**src/include/vc_switch_params.svh**
```systemverilog
`ifndef VC_SWITCH_PARAMS_SVH
`define VC_SWITCH_PARAMS_SVH

// word layout: [5] virtual channel, [4] destination, [3:0] payload
`define DATA_SIZE 6

// input queue is 16 deep, channel and destination queues 8 deep
`define MAIN_ADDR_BITS 4
`define VC_ADDR_BITS 3

`define VC_BIT 5
`define DEST_BIT 4

// holds 0..16 for the deepest queue
`define COUNT_BITS 5

`endif
```
**src/source/vc_switch_pkg.sv**
```systemverilog
package vc_switch_pkg;

`include "vc_switch_params.svh"

    typedef logic [`DATA_SIZE-1:0] data_t;

    // fill level of one queue
    typedef logic [`COUNT_BITS-1:0] count_t;

    typedef logic [`COUNT_BITS-1:0] threshold_t;    // almost-full level

    typedef enum logic {
        ARB_IDLE    = 1'b0,
        ARB_DELIVER = 1'b1
    } arb_state_t;

endpackage

```
**src/source/vc_switch_top.sv**
```systemverilog
`timescale 1ns/100ps

`include "vc_switch_params.svh"

module vc_switch_top (
    input  logic                        clk,
    input  logic                        reset_L,
    input  logic                        push,
    input  vc_switch_pkg::data_t        data_in,
    input  vc_switch_pkg::threshold_t   af_threshold,
    input  logic                        pop_d0,
    input  logic                        pop_d1,
    output vc_switch_pkg::data_t        data_d0,
    output vc_switch_pkg::data_t        data_d1,
    output logic                        empty_d0,
    output logic                        empty_d1,
    output logic                        pause_in,
    output logic                        error
);

    // input queue to dispatcher
    logic                  in_empty;
    logic                  in_pop;
    logic                  in_error;
    vc_switch_pkg::data_t  in_data;

    // dispatcher to channel queues
    logic                  vc0_push;
    logic                  vc1_push;
    vc_switch_pkg::data_t  vc_data;

    // channel queues to arbiter
    logic                  vc0_empty;
    logic                  vc1_empty;
    logic                  vc0_pause;
    logic                  vc1_pause;
    logic                  vc0_pop;
    logic                  vc1_pop;
    logic                  vc0_error;
    logic                  vc1_error;
    vc_switch_pkg::data_t  vc0_data;
    vc_switch_pkg::data_t  vc1_data;

    // arbiter to destination queues
    logic                  d0_push;
    logic                  d1_push;
    logic                  d0_pause;
    logic                  d1_pause;
    logic                  d0_error;
    logic                  d1_error;
    vc_switch_pkg::data_t  d_data;

    vc_fifo #(.ADDR_BITS(`MAIN_ADDR_BITS)) u_in_fifo (
        .clk          (clk),
        .reset_L      (reset_L),
        .push         (push),
        .pop          (in_pop),
        .data_in      (data_in),
        .af_threshold (af_threshold),
        .data_out     (in_data),
        .empty        (in_empty),
        .pause        (pause_in),
        .error        (in_error)
    );

    vc_dispatch u_dispatch (
        .clk       (clk),
        .reset_L   (reset_L),
        .in_empty  (in_empty),
        .in_data   (in_data),
        .vc0_pause (vc0_pause),
        .vc1_pause (vc1_pause),
        .in_pop    (in_pop),
        .vc0_push  (vc0_push),
        .vc1_push  (vc1_push),
        .vc_data   (vc_data)
    );

    vc_fifo #(.ADDR_BITS(`VC_ADDR_BITS)) u_vc0_fifo (
        .clk          (clk),
        .reset_L      (reset_L),
        .push         (vc0_push),
        .pop          (vc0_pop),
        .data_in      (vc_data),
        .af_threshold (af_threshold),
        .data_out     (vc0_data),
        .empty        (vc0_empty),
        .pause        (vc0_pause),
        .error        (vc0_error)
    );

    vc_fifo #(.ADDR_BITS(`VC_ADDR_BITS)) u_vc1_fifo (
        .clk          (clk),
        .reset_L      (reset_L),
        .push         (vc1_push),
        .pop          (vc1_pop),
        .data_in      (vc_data),
        .af_threshold (af_threshold),
        .data_out     (vc1_data),
        .empty        (vc1_empty),
        .pause        (vc1_pause),
        .error        (vc1_error)
    );

    vc_egress_arbiter u_arbiter (
        .clk       (clk),
        .reset_L   (reset_L),
        .vc0_empty (vc0_empty),
        .vc1_empty (vc1_empty),
        .vc0_data  (vc0_data),
        .vc1_data  (vc1_data),
        .d0_pause  (d0_pause),
        .d1_pause  (d1_pause),
        .vc0_pop   (vc0_pop),
        .vc1_pop   (vc1_pop),
        .d0_push   (d0_push),
        .d1_push   (d1_push),
        .d_data    (d_data)
    );

    vc_fifo #(.ADDR_BITS(`VC_ADDR_BITS)) u_d0_fifo (
        .clk          (clk),
        .reset_L      (reset_L),
        .push         (d0_push),
        .pop          (pop_d0),
        .data_in      (d_data),
        .af_threshold (af_threshold),
        .data_out     (data_d0),
        .empty        (empty_d0),
        .pause        (d0_pause),
        .error        (d0_error)
    );

    vc_fifo #(.ADDR_BITS(`VC_ADDR_BITS)) u_d1_fifo (
        .clk          (clk),
        .reset_L      (reset_L),
        .push         (d1_push),
        .pop          (pop_d1),
        .data_in      (d_data),
        .af_threshold (af_threshold),
        .data_out     (data_d1),
        .empty        (empty_d1),
        .pause        (d1_pause),
        .error        (d1_error)
    );

    // any queue misuse shows on the one error pin
    assign error = in_error || vc0_error || vc1_error || d0_error || d1_error;

endmodule

```
**src/source/vc_egress_arbiter.sv**
```systemverilog
`timescale 1ns/100ps

`include "vc_switch_params.svh"

module vc_egress_arbiter (
    input  logic                  clk,
    input  logic                  reset_L,
    input  logic                  vc0_empty,
    input  logic                  vc1_empty,
    input  vc_switch_pkg::data_t  vc0_data,
    input  vc_switch_pkg::data_t  vc1_data,
    input  logic                  d0_pause,
    input  logic                  d1_pause,
    output logic                  vc0_pop,
    output logic                  vc1_pop,
    output logic                  d0_push,
    output logic                  d1_push,
    output vc_switch_pkg::data_t  d_data
);

    vc_switch_pkg::arb_state_t state;
    vc_switch_pkg::arb_state_t state_next;
    logic                      sel_vc1;     // channel popped last
    logic                      in_idle;
    logic                      in_deliver;
    logic                      to_d1;

    assign in_idle    = (state == vc_switch_pkg::ARB_IDLE);
    assign in_deliver = (state == vc_switch_pkg::ARB_DELIVER);

    // strict priority, channel 1 only when channel 0 has nothing
    assign vc0_pop = in_idle && !vc0_empty;
    assign vc1_pop = in_idle && vc0_empty && !vc1_empty;

    assign d_data  = sel_vc1 ? vc1_data : vc0_data;
    assign to_d1   = d_data[`DEST_BIT];
    assign d0_push = in_deliver && !to_d1 && !d0_pause;
    assign d1_push = in_deliver && to_d1 && !d1_pause;

    always_comb begin
        state_next = state;
        case (state)
            vc_switch_pkg::ARB_IDLE: begin
                if (vc0_pop || vc1_pop) begin
                    state_next = vc_switch_pkg::ARB_DELIVER;
                end
            end
            vc_switch_pkg::ARB_DELIVER: begin
                if (d0_push || d1_push) begin
                    state_next = vc_switch_pkg::ARB_IDLE;   // else wait out the pause
                end
            end
            default: state_next = vc_switch_pkg::ARB_IDLE;
        endcase
    end

    always_ff @(posedge clk) begin
        if (!reset_L) begin
            state   <= vc_switch_pkg::ARB_IDLE;
            sel_vc1 <= 1'b0;
        end else begin
            state <= state_next;
            if (vc0_pop || vc1_pop) begin
                sel_vc1 <= vc1_pop;
            end
        end
    end

endmodule

```
**src/source/vc_dispatch.sv**
```systemverilog
`timescale 1ns/100ps

`include "vc_switch_params.svh"

module vc_dispatch (
    input  logic                  clk,
    input  logic                  reset_L,
    input  logic                  in_empty,
    input  vc_switch_pkg::data_t  in_data,
    input  logic                  vc0_pause,
    input  logic                  vc1_pause,
    output logic                  in_pop,
    output logic                  vc0_push,
    output logic                  vc1_push,
    output vc_switch_pkg::data_t  vc_data
);

    logic in_flight;    // word waiting on in_data
    logic to_vc1;
    logic pushed;

    // channel is only known once the word is out of the input fifo
    assign in_pop = !in_empty && !in_flight;

    assign to_vc1   = in_data[`VC_BIT];
    assign vc0_push = in_flight && !to_vc1 && !vc0_pause;
    assign vc1_push = in_flight && to_vc1 && !vc1_pause;
    assign pushed   = vc0_push || vc1_push;

    assign vc_data = in_data;   // input fifo holds it while stalled

    always_ff @(posedge clk) begin
        if (!reset_L) begin
            in_flight <= 1'b0;
        end else if (in_pop) begin
            in_flight <= 1'b1;
        end else if (pushed) begin
            in_flight <= 1'b0;
        end
    end

endmodule

```
**src/source/vc_fifo.sv**
```systemverilog
`timescale 1ns/100ps

module vc_fifo #(
    parameter int ADDR_BITS = 3
) (
    input  logic                        clk,
    input  logic                        reset_L,
    input  logic                        push,
    input  logic                        pop,
    input  vc_switch_pkg::data_t        data_in,
    input  vc_switch_pkg::threshold_t   af_threshold,
    output vc_switch_pkg::data_t        data_out,
    output logic                        empty,
    output logic                        pause,
    output logic                        error
);

    localparam vc_switch_pkg::count_t DEPTH = vc_switch_pkg::count_t'(2 ** ADDR_BITS);

    logic [ADDR_BITS-1:0]   wr_ptr;
    logic [ADDR_BITS-1:0]   rd_ptr;
    vc_switch_pkg::count_t  count;
    vc_switch_pkg::data_t   ram_data;
    logic                   full;
    logic                   push_ok;
    logic                   pop_ok;

    fifo_ram #(
        .ADDR_BITS (ADDR_BITS)
    ) u_ram (
        .clk      (clk),
        .write    (push_ok),
        .wr_ptr   (wr_ptr),
        .rd_ptr   (rd_ptr),
        .data_in  (data_in),
        .data_out (ram_data)
    );

    // status straight from the fill level
    assign empty = (count == '0);
    assign full  = (count == DEPTH);
    assign pause = (count >= af_threshold);

    assign push_ok = push && !full;
    assign pop_ok  = pop && !empty;

    // pulses only in the offending cycle
    assign error = (push && full) || (pop && empty);

    always_ff @(posedge clk) begin
        if (!reset_L) begin
            wr_ptr <= '0;
            rd_ptr <= '0;
            count  <= '0;
        end else begin
            if (push_ok) begin
                wr_ptr <= wr_ptr + 1'b1;
            end
            if (pop_ok) begin
                rd_ptr <= rd_ptr + 1'b1;
            end
            if (push_ok && !pop_ok) begin
                count <= count + 1'b1;
            end else if (pop_ok && !push_ok) begin
                count <= count - 1'b1;
            end
        end
    end

    // output word, loaded on every accepted pop
    always_ff @(posedge clk) begin
        if (pop_ok) begin
            data_out <= ram_data;   // held until the next pop
        end
    end

endmodule

```
**src/source/fifo_ram.sv**
```systemverilog
`timescale 1ns/100ps

module fifo_ram #(
    parameter int ADDR_BITS = 3
) (
    input  logic                  clk,
    input  logic                  write,
    input  logic [ADDR_BITS-1:0]  wr_ptr,
    input  logic [ADDR_BITS-1:0]  rd_ptr,
    input  vc_switch_pkg::data_t  data_in,
    output vc_switch_pkg::data_t  data_out
);

    localparam int DEPTH = 2 ** ADDR_BITS;

    vc_switch_pkg::data_t mem [DEPTH];

    // one write port, clocked
    always_ff @(posedge clk) begin
        if (write) begin
            mem[wr_ptr] <= data_in;
        end
    end

    // read is asynchronous, the fifo registers it
    assign data_out = mem[rd_ptr];

endmodule

```
**config.mk**
```make
export PLATFORM = sky130hd
export DESIGN_NAME = vc_switch_top
export DESIGN_NICKNAME = d
export VERILOG_FILES = /design/src/source/vc_switch_pkg.sv /design/src/source/vc_switch_top.sv /design/src/source/vc_egress_arbiter.sv /design/src/source/vc_dispatch.sv /design/src/source/vc_fifo.sv /design/src/source/fifo_ram.sv
export VERILOG_INCLUDE_DIRS = /design/src /design/src/include
export SDC_FILE = /design/constraint.sdc
export NUM_CORES = 1
export LEC_CHECK = 0
export BUFFER_PORTS_ARGS = -buffer_cell sky130_fd_sc_hd__buf_2
export CAP_MARGIN = 20
export CORE_ASPECT_RATIO = 1.2
export CORE_MARGIN = 1
export CORE_UTILIZATION = 50
export DETAILED_ROUTE_END_ITERATION = 7
export HOLD_SLACK_MARGIN = 0.02
export PLACE_DENSITY = 0.66
export SYNTH_ARGS = -nofsm -noshare
export SYNTH_HDL_FRONTEND = slang
export SYNTH_SLANG_ARGS = --single-unit
```
**constraint.sdc**
```tcl
create_clock -name clk -period 3.9 [get_ports clk]
set_input_delay 0.585 -clock clk [delete_from_list [all_inputs] [get_ports clk]]
set_output_delay 0.585 -clock clk [all_outputs]
set_load 0.05 [all_outputs]
```
# Word level (Yosys, flattened, before mapping)
# Memory sizes are Yosys's and may differ from the RTL's. A register that Yosys moved wholly into a read port is not among the register bits.
# Cells that the tools add are included.
[word_totals]
inputBits = 16
n_memories = 5
wordCells = 172
ramBits = 288
ff_bits = 60
[memory_table]
columns = ["name", "words", "width", "read_ports", "rd_ports_with_merged_regs", "write_ports", "line", "rtl"]
rows = [
  ["u_in_fifo.u_ram.mem", 16, 6, 1, 1, 1, "fifo_ram.sv:16", "vc_switch_pkg::data_t mem [DEPTH];"],
  ["u_d0_fifo.u_ram.mem", 8, 6, 1, 1, 1, "fifo_ram.sv:16", ""],
  ["u_d1_fifo.u_ram.mem", 8, 6, 1, 1, 1, "fifo_ram.sv:16", ""],
  ["u_vc0_fifo.u_ram.mem", 8, 6, 1, 1, 1, "fifo_ram.sv:16", ""],
  ["u_vc1_fifo.u_ram.mem", 8, 6, 1, 1, 1, "fifo_ram.sv:16", ""],
]
[op_classes]
eq_ne = 5
muxes = 26
n_addsub = 20
bitwise_logic = 1
magnitude_cmp = 5
reduce_logical = 92
[ops]
columns = ["operator", "n"]
rows = [
  ["5-bit two-way mux", 10],
  ["1-bit logical AND", 42],
  ["1-bit zero test", 27],
  ["5-bit by 1-bit adder with 5-bit output (second input constant)", 5],
  ["5-bit >= comparator", 5],
  ["5-bit zero test", 5],
  ["5-bit by 1-bit subtractor with 5-bit output (second input constant)", 5],
  ["3-bit by 1-bit adder with 3-bit output (second input constant)", 8],
  ["5-bit by 4-bit equality test with 1-bit output (second input constant)", 4],
  ["1-bit two-way mux", 14],
  ["1-bit logical OR", 12],
  ["2-bit nonzero test", 6],
  ["4-bit by 1-bit adder with 4-bit output (second input constant)", 2],
  ["6-bit two-way mux", 1],
  ["5-bit equality test (second input constant)", 1],
  ["1-bit case mux with 2 select lines", 1],
  ["1-bit inverter", 1],
]

# Longest topological paths before layout
[depth]
word_depth = 9
mapped_depth = 15

# Modules after synthesis
# A second synthesis with hierarchy kept.
[unflattened]
hier_cells = 1011
area_unflattened_um2 = 16674.7
[by_module_without_submodules]
columns = ["mod", "n_inst", "area_per_inst_um2", "cells_each", "seq_area_each_um2"]
rows = [
  ["fifo_ram at u_d0_fifo.u_ram ...", 4, 1901.8, 82, 1441.4],
  ["fifo_ram at u_in_fifo.u_ram", 1, 3774.9, 172, 2882.8],
  ["vc_fifo at u_vc0_fifo ...", 2, 979.7, 94, 400.4],
  ["vc_fifo at u_d0_fifo ...", 2, 973.4, 92, 400.4],
  ["vc_fifo at u_in_fifo", 1, 1063.5, 103, 440.4],
  ["vc_egress_arbiter", 1, 193.9, 18, 40.0],
  ["vc_dispatch", 1, 116.4, 15, 20.0],
  ["vc_switch_top", 1, 12.5, 3, 0.0],
]

# Worst setup path before layout
# Ideal clock, no wire load.
[synth_timing]
path_kind = "input -> register"
from = "in af_threshold[4]"
to = "reg u_vc0_fifo.count[4]"
setup_time_ns = 0.070
setup_slack_ns = 0.483
stages = 15
required_ns = 3.830
arrival_ns = 3.347
path_cell_list = "inv_1 > ha_1 > a211oi_1 > nand2_1 > a21o_1 > or2_2 > inv_1 > ha_1 > inv_1 > fa_1 > a21o_1 > a21oi_1 > xnor2_1 > or3_1 > a21oi_1"
[synth_via]
elab_chain_len = 7
elab_cells_between_ends = 9
classes_between = "1 x order compare; 1 x mux; 7 x reduce/logical"
[synth_rtl]
columns = ["item", "line", "rtl"]
rows = [
  ["from (decl)", "vc_switch_top.sv:10", "input vc_switch_pkg::threshold_t af_threshold,"],
  ["5-bit >= comparator (*)", "vc_fifo.sv:42", "assign pause = (count >= af_threshold);"],
  ["1-bit zero test (*)", "vc_dispatch.sv:26", "assign vc0_push = in_flight && !to_vc1 && !vc0_pause;"],
  ["1-bit logical AND (*)", "vc_dispatch.sv:26", ""],
  ["1-bit logical AND (*)", "vc_fifo.sv:44", "assign push_ok = push && !full;"],
  ["named net u_vc0_fifo.push_ok", "vc_fifo.sv:25", "logic push_ok;"],
  ["1-bit zero test", "vc_fifo.sv:64", "end else if (pop_ok && !push_ok) begin"],
  ["1-bit logical AND", "vc_fifo.sv:64", ""],
  ["2-bit nonzero test (no source line)", "--", ""],
  ["to (signal assigned)", "vc_fifo.sv:63", "count <= count + 1'b1;"],
  ["to (signal assigned)", "vc_fifo.sv:65", "count <= count - 1'b1;"],
  ["to (decl)", "vc_fifo.sv:22", "vc_switch_pkg::count_t count;"],
]
# Mark *: on every way through the listed nets, which the timed path passes. The rest lies on a longest branch.
# A chain may end at the register's enable or synchronous reset.

# Worst setup path in the final report
[layout_timing]
from = "reg u_arbiter.sel_vc1"
to = "reg u_d0_fifo.count[4]"
[layout_via]
elab_chain_len = 8
elab_cells_between_ends = 10
classes_between = "2 x mux; 8 x reduce/logical"
[layout_rtl]
columns = ["item", "line", "rtl"]
rows = [
  ["from (decl)", "vc_egress_arbiter.sv:23", "logic sel_vc1;"],
  ["from (signal assigned)", "vc_egress_arbiter.sv:64", "sel_vc1 <= vc1_pop;"],
  ["6-bit two-way mux (*)", "vc_egress_arbiter.sv:35", "assign d_data = sel_vc1 ? vc1_data : vc0_data;"],
  ["named net d_data[4]", "vc_switch_top.sv:51", "vc_switch_pkg::data_t d_data;"],
  ["1-bit zero test (*)", "vc_egress_arbiter.sv:37", "assign d0_push = in_deliver && !to_d1 && !d0_pause;"],
  ["1-bit logical AND (*) (2 in a row)", "vc_egress_arbiter.sv:37", ""],
  ["1-bit logical AND (*)", "vc_fifo.sv:44", ""],
  ["named net u_d0_fifo.push_ok", "vc_fifo.sv:25", ""],
  ["1-bit zero test", "vc_fifo.sv:64", ""],
  ["1-bit logical AND", "vc_fifo.sv:64", ""],
  ["2-bit nonzero test (no source line)", "--", ""],
  ["to (signal assigned)", "vc_fifo.sv:63", ""],
  ["to (signal assigned)", "vc_fifo.sv:65", ""],
  ["to (decl)", "vc_fifo.sv:22", ""],
]
# Marks and branches as above.

==> impl_metrics.yaml <==
status:
  status: "complete, no violations"
floorplanning:
  die_y_um: 197
  num_io_pins: 32
  start_util_pct: 50.67
  placementRows: 71
  fp.coreArea_um2: 31270
  die_x_um: 164.5
  die_area_um2: 32410
sta:
  fmax_mhz: 291.4
  worstMarginPinSlew_ps: 959.5
  timing.final.crit_share_pct: 88.00
  setup_viol: 0
  hold_viol: 0
  setup_tns_ps: 0
  slew_headroom_pct: 36.04
  fin_skew_ps: 13.04
  timing.hold.ws_ps: 453.3
  rsz0062_at_grt: "false"
  slew_violations: 0
  period_minus_slack_ps: 3432
power:
  p_comb_share_pct: 26.7
  netSwitchingPower_uw: 3935
  p_seq_share_pct: 45.8
  peakVddDrop_mv: 0.5125
  p_int_uw: 9000
  power_density_nw_per_um2: 724.5
  swShare_pct: 30.42
  clkPwrFrac_pct: 27.6
  power.total_uw: 12940
  p_leak_uw: 0.006121
grt:
  grt_use_met3_pct: 3.114
  grt_pass1_wl_mm: 46.03
  use_met2_pct: 33.55
  grt-ovfl-total: 0
  grt.total_usage_pct: 18.78
  grt_start_max_net_pins: 28
  antenna_found_initial: 0
  grt_pass1_vias: 8146
  grt_util_met1_pct: 23.36
  gr-max-usage-layer: "met2"
layout:
  syn2layout_area_growth_pct: 12.68
  final_cell_mix: "edfxtp_1 (318), mux4_2 (78), nor2_1 (69), dfxtp_1 (59), ha_1 (58)"
  fin_nets: 1086
  final_common_cell: "edfxtp_1"
  antenna_cells: 0
  nFillCells: 2396
  drive_gt1_share_pct: 23.84
  final_core_util_pct: 57.09
synthesis:
  syn_nets: 1016
  synthCells: 937
  synthArstFlopShare_pct: 0
  postSynthAreaPerCell_um2: 16.91
  synth_ff_type: "edfxtp_1"
  syn_area_um2: 15840
  ys_seq_area_share_pct: 67.85
  ys_types: 54
  yosys_warnings: 0
  synth_seq_cells: 378
  synth_edf_count: 318
critical_path:
  cpMostUsedCell: "a21oi_1"
  cp_num_buf_inv: 2
  crit_type: "flip-flop to flip-flop"
  critPathMaxStageDelay_ps: 500
  start_kind: "flip-flop"
  cp_top_family: "compound AO/OA/AOI/OAI gates"
  rrSetupSlack_ps: 470
  crit_path_end_kind: "flip-flop"
  crit_arrival_ps: 3880
  path_max_fanout: 18
  critPathSlowestCell: "dfxtp_1"
  rr_endpoint: "u_d0_fifo.count[4]"
  cp_cell_sequence: "mux2_4 -> a2111o_1 -> a21oi_2 -> nand2b_4 -> inv_6 -> ha_1 -> inv_1 -> fa_1 -> a21o_1 -> a21oi_1 -> xnor2_1 -> or3_1 -> a21oi_1"
  cp_data_required_time_ps: 4350
  worstRegToRegCells: 13
  crit-reg2reg-launch: "u_arbiter.sel_vc1"
flow_run:
  maxCapViolCount: 0
cts:
  root_buffer: "clkbuf_16"
  clk_path_buf_depth: 3
  cts_resized: 0
  clk_pin_slew_ps: 60
  cts_setup_buffers: 0
  cts_buffers: 38
  clk_latency_ps: 520
  postCtsHoldBufs: 0
  cts_max_level: 2
  clkSinkCount: 378
  tritoncts: "yes"
worst_hold_path:
  holdCritPathClass: "input port to flip-flop"
  hold_depth: 1
  whs_endpoint: "u_in_fifo.u_ram.mem[9][0]"
  hold_start: "data_in[0]"
route:
  drt-vias-per-instance: 5.489
  wl_per_cell_um: 19.81
  routed_wl_mm: 28.47
  firstDrtPassIters: 6
  drtIter0Drc: 502
  dr_total_vias: 7887
  drcViolationCount: 0
  antenna_left: 0
place:
  numPortBuffers: 31
  hpwl_mm: 19.28
  gp_congestion: 0.7276
cells in the mapped netlist (3+ instances only):
master	instances	area, um^2
edfxtp_1	318	9549
mux4_2	78	1757
nor2_1	69	259.0
dfxtp_1	60	1201
ha_1	58	725.7
a21oi_1	38	190.2
nand2_1	36	135.1
inv_1	33	123.9
mux2_2	29	326.6
clkbuf_1	22	82.58
xor2_1	19	166.4
xnor2_1	16	140.1
a21o_1	12	90.09
mux2i_1	12	120.1
nor3_1	12	60.06
o21ai_0	12	60.06
nand2b_1	10	62.56
nor3b_1	10	75.07
buf_1	9	33.78
nand3_1	8	40.04
buf_2	7	35.03
nor4_1	7	43.79
fa_1	5	100.1
nor2b_1	5	31.28
o31ai_1	5	37.54
or3_1	5	31.28
and2_1	4	25.02
nor4b_1	4	35.03
nand3b_1	3	22.52
power groups by stage:
stage / logic, uW / registers, uW / clock network (uW)
2_1_floorplan: 2680 / 5800 / 0
3_3_place_gp: 3430 / 6010 / 0
3_5_place_dp: 3510 / 6030 / 0
4_1_cts: 3520 / 5950 / 3640
5_1_grt: 3820 / 6030 / 3800
6_report: 3450 / 5920 / 3560
worst reg2reg max path, stage by stage (launching register included):
cell and delay, ps:
dfxtp_1 500, mux2_4 440, a2111o_1 440, a21oi_2 210
nand2b_4 110, inv_6 90, ha_1 180, inv_1 100
fa_1 410, a21o_1 200, a21oi_1 160, xnor2_1 90
or3_1 300, a21oi_1 140
area by class of cell:
| class | instances | area (um^2) | area share [%] |
|---|---|---|---|
| sequential | 378 | 10750 | 60.22 |
| tap | 401 | 501.7 | 2.810 |
| timing repair buffer | 69 | 440.4 | 2.467 |
| clock inverter | 12 | 115.1 | 0.6448 |
| clock buffer | 57 | 1114 | 6.237 |
| multi-input combinational | 486 | 4798 | 26.88 |
| inverter | 34 | 132.6 | 0.7429 |
routing by layer:
| layer | up-vias | wire (um) |
|---|---|---|
| met4 | 0 | 604 |
| met3 | 38 | 854 |
| li1 | 3773 | - |
| met5 | - | 0 |
| met2 | 103 | 15320 |
| met1 | 3973 | 11690 |
registers in the layout, indices dropped and copies added (netlist names), 4 cells and up:
signal / count
u_in_fifo.u_ram.mem: 96
u_d0_fifo.u_ram.mem: 48
u_d1_fifo.u_ram.mem: 48
u_vc0_fifo.u_ram.mem: 48
u_vc1_fifo.u_ram.mem: 48
u_d0_fifo.data_out: 6
u_d1_fifo.data_out: 6
u_in_fifo.data_out: 6
u_vc0_fifo.data_out: 6
u_vc1_fifo.data_out: 6
u_d0_fifo.count: 5
u_d1_fifo.count: 5
u_in_fifo.count: 5
u_vc0_fifo.count: 5
u_vc1_fifo.count: 5
u_in_fifo.rd_ptr: 4
u_in_fifo.wr_ptr: 4
worst max-delay path by stage:
stage	start	endpoint	slack, ps	cells after the start
final	u_arbiter.sel_vc1	u_d0_fifo.count[4]	470	13
after global placement	af_threshold[4]	u_vc0_fifo.count[4]	220	16
after detailed placement	af_threshold[4]	u_vc0_fifo.count[4]	180	16
after global routing	u_arbiter.sel_vc1	u_d0_fifo.count[4]	230	13
after CTS	u_arbiter.sel_vc1	u_d0_fifo.count[4]	420	13
after floorplan	af_threshold[4]	u_vc0_fifo.count[4]	480	15
metrics by stage:
| stage | setup slack, ps | cell area (um^2) | cells |
|---|---|---|---|
| finish | 467.9 | 17850 | 1437 |
| global route | 234.2 | 17850 | 1437 |
| CTS | 421.4 | 17850 | 1437 |
| detailed placement | 175.9 | 16620 | 1368 |
| global placement | 224.8 | 16620 | 1368 |
| floorplan | 482.9 | 15840 | 937 |
kinds of logic after synthesis:
kind of cell | synth area share [%]
xor+xnor | 1.935
simple gates | 5.875
flops | 67.85
mux | 14.00
compound gates | 3.261
buf+inv | 1.864
fa+ha+maj | 5.212
Power figures use the tool's default switching activity.
